$ cat config.mk
export PLATFORM = sky130hd
export DESIGN_NAME = main_fsm
export DESIGN_NICKNAME = d
export VERILOG_FILES = /design/src/hw/ctrl_pkg.sv /design/src/hw/isa_pkg.sv /design/src/hw/control_encoder.sv /design/src/hw/instr_decoder.sv /design/src/hw/main_fsm.sv /design/src/hw/state_sequencer.sv /design/src/hw/trap_detect.sv
export SDC_FILE = /design/constraint.sdc
export NUM_CORES = 1
export LEC_CHECK = 0
export BUFFER_PORTS_ARGS = -buffer_cell sky130_fd_sc_hd__buf_2
export CAP_MARGIN = 20
export CORE_ASPECT_RATIO = 0.8
export CORE_MARGIN = 2
export CORE_UTILIZATION = 43
export DETAILED_ROUTE_END_ITERATION = 10
export PLACE_DENSITY_LB_ADDON = 0.15
export SETUP_SLACK_MARGIN = 0.5
export SYNTH_ARGS = -nofsm -noshare
export SYNTH_HDL_FRONTEND = slang
export SYNTH_HIERARCHICAL = 1
export SYNTH_SLANG_ARGS = --single-unit
$ cat constraint.sdc
create_clock -name clk -period 2.9 [get_ports clk]
set_input_delay 0.29 -clock clk [delete_from_list [all_inputs] [get_ports clk]]
set_output_delay 0.29 -clock clk [all_outputs]
set_load 0.01 [all_outputs]
$ cat src/hw/ctrl_pkg.sv
package ctrl_pkg;

    // ------------------------------
    // FSM states
    // ------------------------------
    typedef enum logic [3:0] {
        FETCH       = 4'd0,
        DECODE      = 4'd1,
        MEMADDR     = 4'd2,
        MEMREAD     = 4'd3,
        MEMWB       = 4'd4,
        MEMWRITE    = 4'd5,
        EXECUTER    = 4'd6,
        ALUWB       = 4'd7,
        EXECUTEI    = 4'd8,
        JAL         = 4'd9,
        BRANCH      = 4'd10,
        LOADI       = 4'd11,
        TRAP        = 4'd12,
        CSR_EXECUTE = 4'd14,
        CSR_WB      = 4'd15
    } state_t;

    // ------------------------------
    // Datapath selects
    // ------------------------------

    // Result mux feeding the register file and PC.
    typedef enum logic [2:0] {
        RES_ALU_OUT      = 3'd0, // Registered ALU output.
        RES_MEM_DATA     = 3'd1,
        RES_ALU_RESULT   = 3'd2, // ALU output of this cycle.
        RES_IMM          = 3'd3,
        RES_CSR_DATA     = 3'd4,
        RES_CSR_READ_REG = 3'd5,
        RES_OLD_PC       = 3'd6,
        RES_TRAP_VEC     = 3'd7
    } result_src_t;

    typedef enum logic [1:0] {
        SRC_A_PC     = 2'd0,
        SRC_A_OLD_PC = 2'd1,
        SRC_A_REG    = 2'd2,
        SRC_A_ZIMM   = 2'd3  // CSR immediate forms.
    } alu_src_a_t;

    typedef enum logic [1:0] {
        SRC_B_REG  = 2'd0,
        SRC_B_IMM  = 2'd1,
        SRC_B_FOUR = 2'd2,
        SRC_B_CSR  = 2'd3
    } alu_src_b_t;

    typedef enum logic [2:0] {
        ALU_ADD    = 3'd0,
        ALU_BRANCH = 3'd1,
        ALU_FUNC   = 3'd2, // Operation from func3/func7.
        ALU_FUNC_W = 3'd3, // Same, 32-bit word form.
        ALU_CSR    = 3'd4
    } alu_op_t;

    typedef enum logic [1:0] {
        CSR_MEPC   = 2'd0,
        CSR_MCAUSE = 2'd1,
        CSR_MTVEC  = 2'd2
    } csr_addr_t;

    // ------------------------------
    // Control bundles
    // ------------------------------
    typedef struct packed {
        alu_op_t     alu_op;
        result_src_t result_src;
        alu_src_a_t  alu_src_a;
        alu_src_b_t  alu_src_b;
        logic        reg_write_en;
        logic        pc_update;
        logic        mem_write_en;
        logic        instr_write_en;
        logic        start_i_cache;
        logic        start_d_cache;
        logic        branch;
        logic        mem_reg_we;
        logic        fetch_state;
        logic        reg_mem_addr_we;
    } ctrl_t;

    typedef struct packed {
        logic      csr_we_1;
        logic      csr_we_2;
        logic      csr_reg_we;
        csr_addr_t write_addr_1;
        csr_addr_t write_addr_2;
        csr_addr_t read_addr;
    } csr_ctrl_t;

endpackage

$ cat src/hw/isa_pkg.sv
package isa_pkg;

    // ------------------------------
    // Instruction encoding
    // ------------------------------

    // Major opcodes, instruction bits 6:0.
    typedef enum logic [6:0] {
        OPC_LOAD      = 7'b0000011,
        OPC_OP_IMM    = 7'b0010011,
        OPC_JALR      = 7'b1100111,
        OPC_OP_IMM_32 = 7'b0011011,
        OPC_STORE     = 7'b0100011,
        OPC_OP        = 7'b0110011,
        OPC_OP_32     = 7'b0111011,
        OPC_BRANCH    = 7'b1100011,
        OPC_JAL       = 7'b1101111,
        OPC_AUIPC     = 7'b0010111,
        OPC_LUI       = 7'b0110111,
        OPC_SYSTEM    = 7'b1110011
    } opcode_t;

    // Decoded instruction class. Code 11 is free.
    typedef enum logic [3:0] {
        CLS_LOAD    = 4'd0,
        CLS_ALU_I   = 4'd1,
        CLS_JALR    = 4'd2,
        CLS_ALU_IW  = 4'd3,
        CLS_STORE   = 4'd4,
        CLS_ALU_R   = 4'd5,
        CLS_ALU_RW  = 4'd6,
        CLS_BRANCH  = 4'd7,
        CLS_JAL     = 4'd8,
        CLS_AUIPC   = 4'd9,
        CLS_LUI     = 4'd10,
        CLS_SYSTEM  = 4'd12,
        CLS_ILLEGAL = 4'd13
    } instr_class_t;

    // Instruction fields seen by the controller.
    typedef struct packed {
        logic [6:0] op;
        logic [2:0] func_3;
        logic       func_7_0;    // Bit 25.
        logic [2:0] instr_22_20; // CSR slot, ECALL/EBREAK select.
    } instr_fields_t;

    // ------------------------------
    // Memory side status
    // ------------------------------
    typedef struct packed {
        logic stall_instr;
        logic stall_data;
        logic instr_addr_ma;
        logic load_addr_ma;
        logic store_addr_ma;
        logic illegal_load;
        logic illegal_alu;
    } mem_status_t;

    // Exception causes written to mcause.
    typedef enum logic [3:0] {
        MC_INSTR_MISALIGN = 4'd0,
        MC_ILLEGAL        = 4'd2,
        MC_BREAKPOINT     = 4'd3,
        MC_LOAD_MISALIGN  = 4'd4,
        MC_STORE_MISALIGN = 4'd6,
        MC_ECALL          = 4'd11
    } mcause_t;

endpackage

$ cat src/hw/control_encoder.sv
`timescale 1ns/10ps

module control_encoder (
    input  ctrl_pkg::state_t       i_state,
    input  isa_pkg::instr_class_t  i_class,
    input  isa_pkg::instr_fields_t i_fields,
    input  isa_pkg::mem_status_t   i_status,
    input  logic                   i_trap,
    output ctrl_pkg::ctrl_t        o_ctrl,
    output ctrl_pkg::csr_ctrl_t    o_csr
);
    import isa_pkg::*;
    import ctrl_pkg::*;

    csr_addr_t s_csr_addr; // CSR slot from bits 22:21.

    assign s_csr_addr = csr_addr_t'(i_fields.instr_22_20[2:1]);

    always_comb begin
        o_ctrl            = '0;
        o_ctrl.alu_op     = ALU_ADD;
        o_ctrl.result_src = RES_ALU_OUT;
        o_ctrl.alu_src_a  = SRC_A_PC;
        o_ctrl.alu_src_b  = SRC_B_REG;

        o_csr              = '0;
        o_csr.write_addr_1 = s_csr_addr;
        o_csr.write_addr_2 = s_csr_addr;
        o_csr.read_addr    = s_csr_addr;

        case (i_state)
            FETCH: begin
                // PC + 4 while the I-cache is started.
                o_ctrl.result_src     = RES_ALU_RESULT;
                o_ctrl.alu_src_a      = SRC_A_PC;
                o_ctrl.alu_src_b      = SRC_B_FOUR;
                o_ctrl.start_i_cache  = 1'b1;
                o_ctrl.fetch_state    = 1'b1;
                o_ctrl.pc_update      = ~i_status.stall_instr;
                o_ctrl.instr_write_en = ~i_status.stall_instr;
            end

            DECODE: begin
                o_ctrl.alu_src_a = SRC_A_OLD_PC; // Branch/AUIPC target.
                o_ctrl.alu_src_b = SRC_B_IMM;
            end

            MEMADDR: begin
                o_ctrl.alu_src_a       = SRC_A_REG;
                o_ctrl.alu_src_b       = SRC_B_IMM;
                o_ctrl.result_src      = RES_ALU_RESULT;
                o_ctrl.reg_mem_addr_we = 1'b1;
            end

            MEMREAD: begin
                o_ctrl.alu_src_a     = SRC_A_REG;
                o_ctrl.alu_src_b     = SRC_B_IMM;
                o_ctrl.start_d_cache = 1'b1;
                o_ctrl.mem_reg_we    = ~i_status.stall_data;
            end

            MEMWRITE: begin
                o_ctrl.alu_src_a     = SRC_A_REG;
                o_ctrl.alu_src_b     = SRC_B_IMM;
                o_ctrl.start_d_cache = 1'b1;
                o_ctrl.mem_write_en  = ~i_status.stall_data;
                o_ctrl.mem_reg_we    = ~i_status.stall_data;
            end

            MEMWB: begin
                o_ctrl.result_src   = RES_MEM_DATA;
                o_ctrl.reg_write_en = 1'b1;
            end

            EXECUTER: begin
                o_ctrl.alu_src_a = SRC_A_REG;
                o_ctrl.alu_src_b = SRC_B_REG;
                o_ctrl.alu_op    = (i_class == CLS_ALU_RW) ? ALU_FUNC_W : ALU_FUNC;
            end

            EXECUTEI: begin
                o_ctrl.alu_src_a = SRC_A_REG;
                o_ctrl.alu_src_b = SRC_B_IMM;
                o_ctrl.alu_op    = (i_class == CLS_ALU_IW) ? ALU_FUNC_W : ALU_FUNC;
            end

            ALUWB: o_ctrl.reg_write_en = 1'b1;

            JAL: begin
                // Jump target already in the ALU register; link = old PC + 4.
                o_ctrl.alu_src_a = SRC_A_OLD_PC;
                o_ctrl.alu_src_b = SRC_B_FOUR;
                o_ctrl.pc_update = 1'b1;
            end

            BRANCH: begin
                o_ctrl.alu_src_a = SRC_A_REG;
                o_ctrl.alu_src_b = SRC_B_REG;
                o_ctrl.alu_op    = ALU_BRANCH;
                o_ctrl.branch    = 1'b1;
            end

            LOADI: begin
                o_ctrl.result_src   = RES_IMM;
                o_ctrl.reg_write_en = 1'b1;
            end

            TRAP: begin
                o_csr.read_addr   = CSR_MTVEC;
                o_ctrl.result_src = RES_TRAP_VEC;
                o_ctrl.pc_update  = 1'b1;
            end

            CSR_EXECUTE: begin
                o_ctrl.alu_src_a  = i_fields.func_3[2] ? SRC_A_ZIMM : SRC_A_REG;
                o_ctrl.alu_src_b  = SRC_B_CSR;
                o_ctrl.alu_op     = ALU_CSR;
                o_ctrl.result_src = RES_ALU_RESULT;
                o_csr.csr_we_2    = 1'b1;
                o_csr.csr_reg_we  = 1'b1; // Keep old CSR value for rd.
            end

            CSR_WB: begin
                o_ctrl.result_src   = RES_CSR_READ_REG;
                o_ctrl.reg_write_en = 1'b1;
            end

            default: o_ctrl.fetch_state = 1'b0;
        endcase

        // Cause into mcause, faulting PC into mepc.
        if (i_trap) begin
            o_csr.csr_we_1       = 1'b1;
            o_csr.write_addr_1   = CSR_MCAUSE;
            o_csr.csr_we_2       = 1'b1;
            o_csr.write_addr_2   = CSR_MEPC;
            o_ctrl.result_src    = RES_OLD_PC;
            o_ctrl.start_d_cache = 1'b0;
            o_ctrl.reg_write_en  = 1'b0; // No commit from a faulting op.
            o_ctrl.mem_write_en  = 1'b0;
        end
    end

endmodule

$ cat src/hw/instr_decoder.sv
`timescale 1ns/10ps

module instr_decoder (
    input  isa_pkg::instr_fields_t i_fields,
    output isa_pkg::instr_class_t  o_class,
    output logic                   o_is_csr,
    output logic                   o_is_ebreak
);
    import isa_pkg::*;

    logic s_func_3_nz;
    logic s_sys_priv; // MRET, WFI and friends.

    assign s_func_3_nz = |i_fields.func_3;
    assign s_sys_priv  = |i_fields.instr_22_20[2:1];

    // CSR ops carry a nonzero func3; ECALL/EBREAK differ in bit 20.
    assign o_is_csr    = (i_fields.op == OPC_SYSTEM) & s_func_3_nz;
    assign o_is_ebreak = i_fields.instr_22_20[0];

    always_comb begin
        case (i_fields.op)
            OPC_LOAD:      o_class = CLS_LOAD;
            OPC_OP_IMM:    o_class = CLS_ALU_I;
            OPC_JALR:      o_class = CLS_JALR;
            OPC_OP_IMM_32: o_class = CLS_ALU_IW;
            OPC_STORE:     o_class = CLS_STORE;
            OPC_OP:        o_class = CLS_ALU_R;
            OPC_OP_32:     o_class = CLS_ALU_RW;
            OPC_BRANCH:    o_class = CLS_BRANCH;
            OPC_JAL:       o_class = CLS_JAL;
            OPC_AUIPC:     o_class = CLS_AUIPC;
            OPC_LUI:       o_class = CLS_LUI;
            OPC_SYSTEM: begin
                // Only CSR ops, ECALL and EBREAK are supported.
                if (!s_func_3_nz && s_sys_priv) o_class = CLS_ILLEGAL;
                else                            o_class = CLS_SYSTEM;
            end
            default:       o_class = CLS_ILLEGAL;
        endcase
    end

endmodule

$ cat src/hw/main_fsm.sv
`timescale 1ns/10ps

module main_fsm (
    input  logic                   clk,
    input  logic                   arstn,
    input  isa_pkg::instr_fields_t i_fields,
    input  isa_pkg::mem_status_t   i_status,
    output ctrl_pkg::ctrl_t        o_ctrl,
    output ctrl_pkg::csr_ctrl_t    o_csr,
    output isa_pkg::mcause_t       o_mcause
);
    import isa_pkg::*;
    import ctrl_pkg::*;

    instr_class_t s_class;
    logic         s_is_csr;
    logic         s_is_ebreak;
    logic         s_trap;
    state_t       s_state;

    instr_decoder decoder_i (
        .i_fields    (i_fields),
        .o_class     (s_class),
        .o_is_csr    (s_is_csr),
        .o_is_ebreak (s_is_ebreak)
    );

    trap_detect trap_i (
        .i_state     (s_state),
        .i_class     (s_class),
        .i_is_csr    (s_is_csr),
        .i_is_ebreak (s_is_ebreak),
        .i_fields    (i_fields),
        .i_status    (i_status),
        .o_trap      (s_trap),
        .o_mcause    (o_mcause)
    );

    state_sequencer seq_i (
        .clk      (clk),
        .arstn    (arstn),
        .i_class  (s_class),
        .i_is_csr (s_is_csr),
        .i_status (i_status),
        .i_trap   (s_trap),
        .o_state  (s_state)
    );

    control_encoder enc_i (
        .i_state  (s_state),
        .i_class  (s_class),
        .i_fields (i_fields),
        .i_status (i_status),
        .i_trap   (s_trap),
        .o_ctrl   (o_ctrl),
        .o_csr    (o_csr)
    );

endmodule

$ cat src/hw/state_sequencer.sv
`timescale 1ns/10ps

module state_sequencer (
    input  logic                  clk,
    input  logic                  arstn,
    input  isa_pkg::instr_class_t i_class,
    input  logic                  i_is_csr,
    input  isa_pkg::mem_status_t  i_status,
    input  logic                  i_trap,
    output ctrl_pkg::state_t      o_state
);
    import isa_pkg::*;
    import ctrl_pkg::*;

    state_t s_next;

    // ------------------------------
    // State register
    // ------------------------------
    always_ff @(posedge clk, negedge arstn) begin
        if (!arstn) begin
            o_state <= FETCH;
        end else begin
            o_state <= s_next;
        end
    end

    // ------------------------------
    // Next state
    // ------------------------------
    always_comb begin
        s_next = o_state;

        case (o_state)
            FETCH: begin
                if (i_status.stall_instr) s_next = FETCH; // Wait for I-cache.
                else                      s_next = DECODE;
            end

            DECODE: begin
                case (i_class)
                    CLS_LOAD:   s_next = MEMADDR;
                    CLS_STORE:  s_next = MEMADDR;
                    CLS_JALR:   s_next = MEMADDR; // Target computed there.
                    CLS_ALU_I:  s_next = EXECUTEI;
                    CLS_ALU_IW: s_next = EXECUTEI;
                    CLS_ALU_R:  s_next = EXECUTER;
                    CLS_ALU_RW: s_next = EXECUTER;
                    CLS_BRANCH: s_next = BRANCH;
                    CLS_JAL:    s_next = JAL;
                    CLS_AUIPC:  s_next = ALUWB;   // Sum formed in DECODE.
                    CLS_LUI:    s_next = LOADI;
                    CLS_SYSTEM: s_next = i_is_csr ? CSR_EXECUTE : TRAP;
                    default:    s_next = TRAP;
                endcase
            end

            MEMADDR: begin
                case (i_class)
                    CLS_LOAD:  s_next = MEMREAD;
                    CLS_STORE: s_next = MEMWRITE;
                    CLS_JALR:  s_next = JAL;
                    default:   s_next = FETCH;
                endcase
            end

            MEMREAD: begin
                if (i_status.stall_data) s_next = MEMREAD;
                else                     s_next = MEMWB;
            end

            MEMWRITE: begin
                if (i_status.stall_data) s_next = MEMWRITE;
                else                     s_next = FETCH;
            end

            EXECUTER:    s_next = ALUWB;
            EXECUTEI:    s_next = ALUWB;
            JAL:         s_next = ALUWB; // Link write.
            CSR_EXECUTE: s_next = CSR_WB;
            MEMWB:       s_next = FETCH;
            ALUWB:       s_next = FETCH;
            BRANCH:      s_next = FETCH;
            LOADI:       s_next = FETCH;
            TRAP:        s_next = FETCH;
            CSR_WB:      s_next = FETCH;
            default:     s_next = FETCH;
        endcase

        // A trap in any state takes the one-cycle TRAP detour.
        if (i_trap) s_next = TRAP;
    end

endmodule

$ cat src/hw/trap_detect.sv
`timescale 1ns/10ps

module trap_detect (
    input  ctrl_pkg::state_t       i_state,
    input  isa_pkg::instr_class_t  i_class,
    input  logic                   i_is_csr,
    input  logic                   i_is_ebreak,
    input  isa_pkg::instr_fields_t i_fields,
    input  isa_pkg::mem_status_t   i_status,
    output logic                   o_trap,
    output isa_pkg::mcause_t       o_mcause
);
    import isa_pkg::*;
    import ctrl_pkg::*;

    logic s_bad_func_7; // M extension bit on OP or OP_32.

    assign s_bad_func_7 = i_fields.func_7_0 &
                          ((i_fields.op == OPC_OP) | (i_fields.op == OPC_OP_32));

    always_comb begin
        o_trap   = 1'b0;
        o_mcause = MC_INSTR_MISALIGN;

        case (i_state)
            FETCH: o_trap = i_status.instr_addr_ma;

            DECODE: begin
                if (i_class == CLS_ILLEGAL) begin
                    o_trap   = 1'b1;
                    o_mcause = MC_ILLEGAL;
                end else if (i_class == CLS_SYSTEM && !i_is_csr) begin
                    o_trap   = 1'b1;
                    o_mcause = i_is_ebreak ? MC_BREAKPOINT : MC_ECALL;
                end
            end

            MEMREAD: begin
                o_trap = i_status.illegal_load | i_status.load_addr_ma;
                // Illegal load wins over misalignment.
                o_mcause = i_status.illegal_load ? MC_ILLEGAL : MC_LOAD_MISALIGN;
            end

            MEMWRITE: begin
                o_trap   = i_status.store_addr_ma;
                o_mcause = MC_STORE_MISALIGN;
            end

            ALUWB: begin
                o_trap   = i_status.illegal_alu | s_bad_func_7;
                o_mcause = MC_ILLEGAL;
            end

            CSR_EXECUTE: begin
                o_trap   = i_status.illegal_alu;
                o_mcause = MC_ILLEGAL;
            end

            default: o_trap = 1'b0;
        endcase
    end

endmodule

==> reports/qor.csv <==
metric,value,unit
status,"complete, no violations",
setup_viol,0,
clock_tree.root_cell,clkbuf_4,
first_global_vias,1419,
htree_levels,1,
final_cell_mix,"buf_2 (44), buf_6 (18), buf_4 (17)",
final_common_cell,buf_2,
clk_pin_slew,40,ps
netlist_top_cells_area,"dfrtp_1 (8.2%), nand2b_1 (5.6%), nand2_1 (4.9%), nor2_1 (4.9%), nor3_1 (4.1%)",
drc,0,
postRouteAntennaNets,0,
worstPathBufferInverterCount,5,
slew_headroom,72.03,%
wirelength,4144,um
synth_area,1222,sq um
min_period_over_period,91.02,%
num_rows,17,
final_net_count,272,
startpoint_type,input port,
worstHoldPathType,in2async,
grt_pass1_wl,6568,um
synth_top_area_share,8.188,%
crit_family,simple AND/OR/NAND/NOR gates,
skew,2.938,ps
firstDrtPassIters,4,
grt_antenna_before_repair,0,
rsz0062_at_grt,true,
crit_required,2610,ps
synth.avg_cell_area,6.717,sq um
crit_chain,"buf_12, or3_1, a21o_1, a221o_2, inv_2, a21oi_2, nand4b_1, buf_4, buf_6, or2_4, buf_6",
yosysSeqAreaShare,8.188,%
slowest_delay,410,ps
top_regs,seq_i/o_state x4,
largest_reg_flops,4,
io_pins,56,
synth_cell_types,60,
synth_nets,205,
worstPathMaxFanout,6,
grt_usage,24.76,%
start_util,44.90,%
cts_tree,done,
core,2723,sq um
regMostFlops,seq_i/o_state,
crit_path_frequent_cell,buf_6,
finish.utilization,66.59,%
antennaDiodeCount,0,
setup_tns,0,ps
power_density,855.9,nW/um^2
ys_warn_count,6,
worstPathArrival,2350,ps
drive_above_1_share,44.13,%
dp_hpwl,2809,um
overflow,0,
die_y,51.69,um
gp_congestion,0.9143,
dieWidth,63.61,um
slowest_stage,a221o_2,
hold_viol_final,0,
cap_violations,0,
critical_path_class,in2out,
routedWlPerCell,14.54,um
drt-initial-drc-count,81,
synth_edf_count,0,
worstMarginPinSlew,415.7,ps
portBuffers,55,
synth-async-reset-ratio,100.0,%
clockBufferDepth,2,
final-max-slew-violation-count,0,
clock-sinks,4,
vdd_ir_drop_max,0.5637,mV
clock.fmax,0.3789,GHz
min_period,2640,ps
area_delta_synth_final,48.31,%
grt_max_degree,33,
synthCells,182,
worstSkewPairLatency,240,ps
avgViaCountPerCell,5.667,
num_vias,1615,
ys_seq_elements,4,
cts-buffers-inserted,3,
cp-end-kind,output port,
p_leak,0.0008347,uW
yosysTopAreaCell,dfrtp_1,
ys.flop_type,dfrtp_1,
design.die.area,3288,sq um
## worst register-to-register path: stages (launching register included)
cell,delay (ps)
dfrtp_1,460
nand2b_1,160
or4b_4,550
a21oi_2,140
nand4b_1,190
buf_6,150
buf_6,120
buf_4,110
o21bai_1,130
a31oi_1,70
## cells in the mapped netlist (3+ instances only)
cell / number
a31oi_1: 4
nand2b_1: 11
nor3_1: 10
dfrtp_1: 4
buf_2: 7
buf_6: 3
nor2_1: 16
o21bai_1: 3
nor4_2: 3
a21oi_1: 8
or3_1: 4
nor4_1: 4
o21ai_0: 5
nor2b_1: 6
clkbuf_1: 3
inv_1: 8
buf_4: 6
nand3b_1: 4
nand3_1: 4
nand2_1: 16
o211ai_1: 3
## cells by family after synthesis
| logic type | Yosys count | share of synthesized area (%) |
|---|---|---|
| and+or+nand+nor | 90 | 41.66 |
| xor gates and xnor gates | 2 | 1.433 |
| AOI/OAI and AO/OA | 54 | 32.86 |
| muxes | 3 | 2.559 |
| buffers and inverters | 29 | 13.31 |
| DFF | 4 | 8.189 |
## layer usage
| layer | GRT usage (%) | part of all wire [%] | up-vias |
|---|---|---|---|
| met5 | 0 | 0 | - |
| met4 | 2.899 | 0.19 | 0 |
| met3 | 4.545 | 6.4 | 2 |
| met2 | 42.98 | 48 | 60 |
| met1 | 33.16 | 45 | 746 |
| li1 | - | - | 807 |
## repair_timing
action,CTS,global route
setup endpoints to repair,13,17
resized for setup,23,11
pin swaps,7,4
cloned,0,0
setup buffers,15,0
hold buffers,1,0
hold endpoints to repair,4,0
## layout make-up
type	instances	area [sq um]
clock buffers	3	22.52
fillers	245	909.6
inverters	10	37.54
multi-input cells	149	1025
flip-flops and latches	4	100.1
well taps	38	47.55
repair buffers	81	580.6
## power breakdown
group	switching [uW]	internal, uW	leakage [uW]
sequential	37.1	82.3	0.0000515
clock	23.0	46.3	0.0000138
combinational	725	638	0.000769
total	785	767	0.000835
## per-stage QoR
step | instances | power [uW] | setup WS [ps] | hold WS (ps) | area, sq um
after floorplan | 182 | 940.5 | 333.1 | -5.591 | 1259
after global placement | 266 | 1202 | 239.2 | 101.3 | 1518
after detailed placement | 266 | 1231 | 172.3 | 100.6 | 1518
after CTS | 285 | 1502 | 329.7 | 383.7 | 1762
after global routing | 285 | 1677 | 216.8 | 398.1 | 1813
final | 285 | 1552 | 260.4 | 390.2 | 1813
## worst paths after layout
check | from | end | slack [ps] | cells past startpoint
min | arstn | seq_i/o_state[0] | 390 | 2
max in group asynchronous | arstn | seq_i/o_state[2] | 2390 | 2
max reg2reg | seq_i/o_state[0] | seq_i/o_state[0] | 690 | 9
max | i_fields[9] | o_csr[4] | 260 | 11
min in group clk | i_status[5] | seq_i/o_state[2] | 520 | 4
min reg2reg | seq_i/o_state[0] | seq_i/o_state[3] | 880 | 3
No activity file was read; power rests on OpenSTA's default activity.
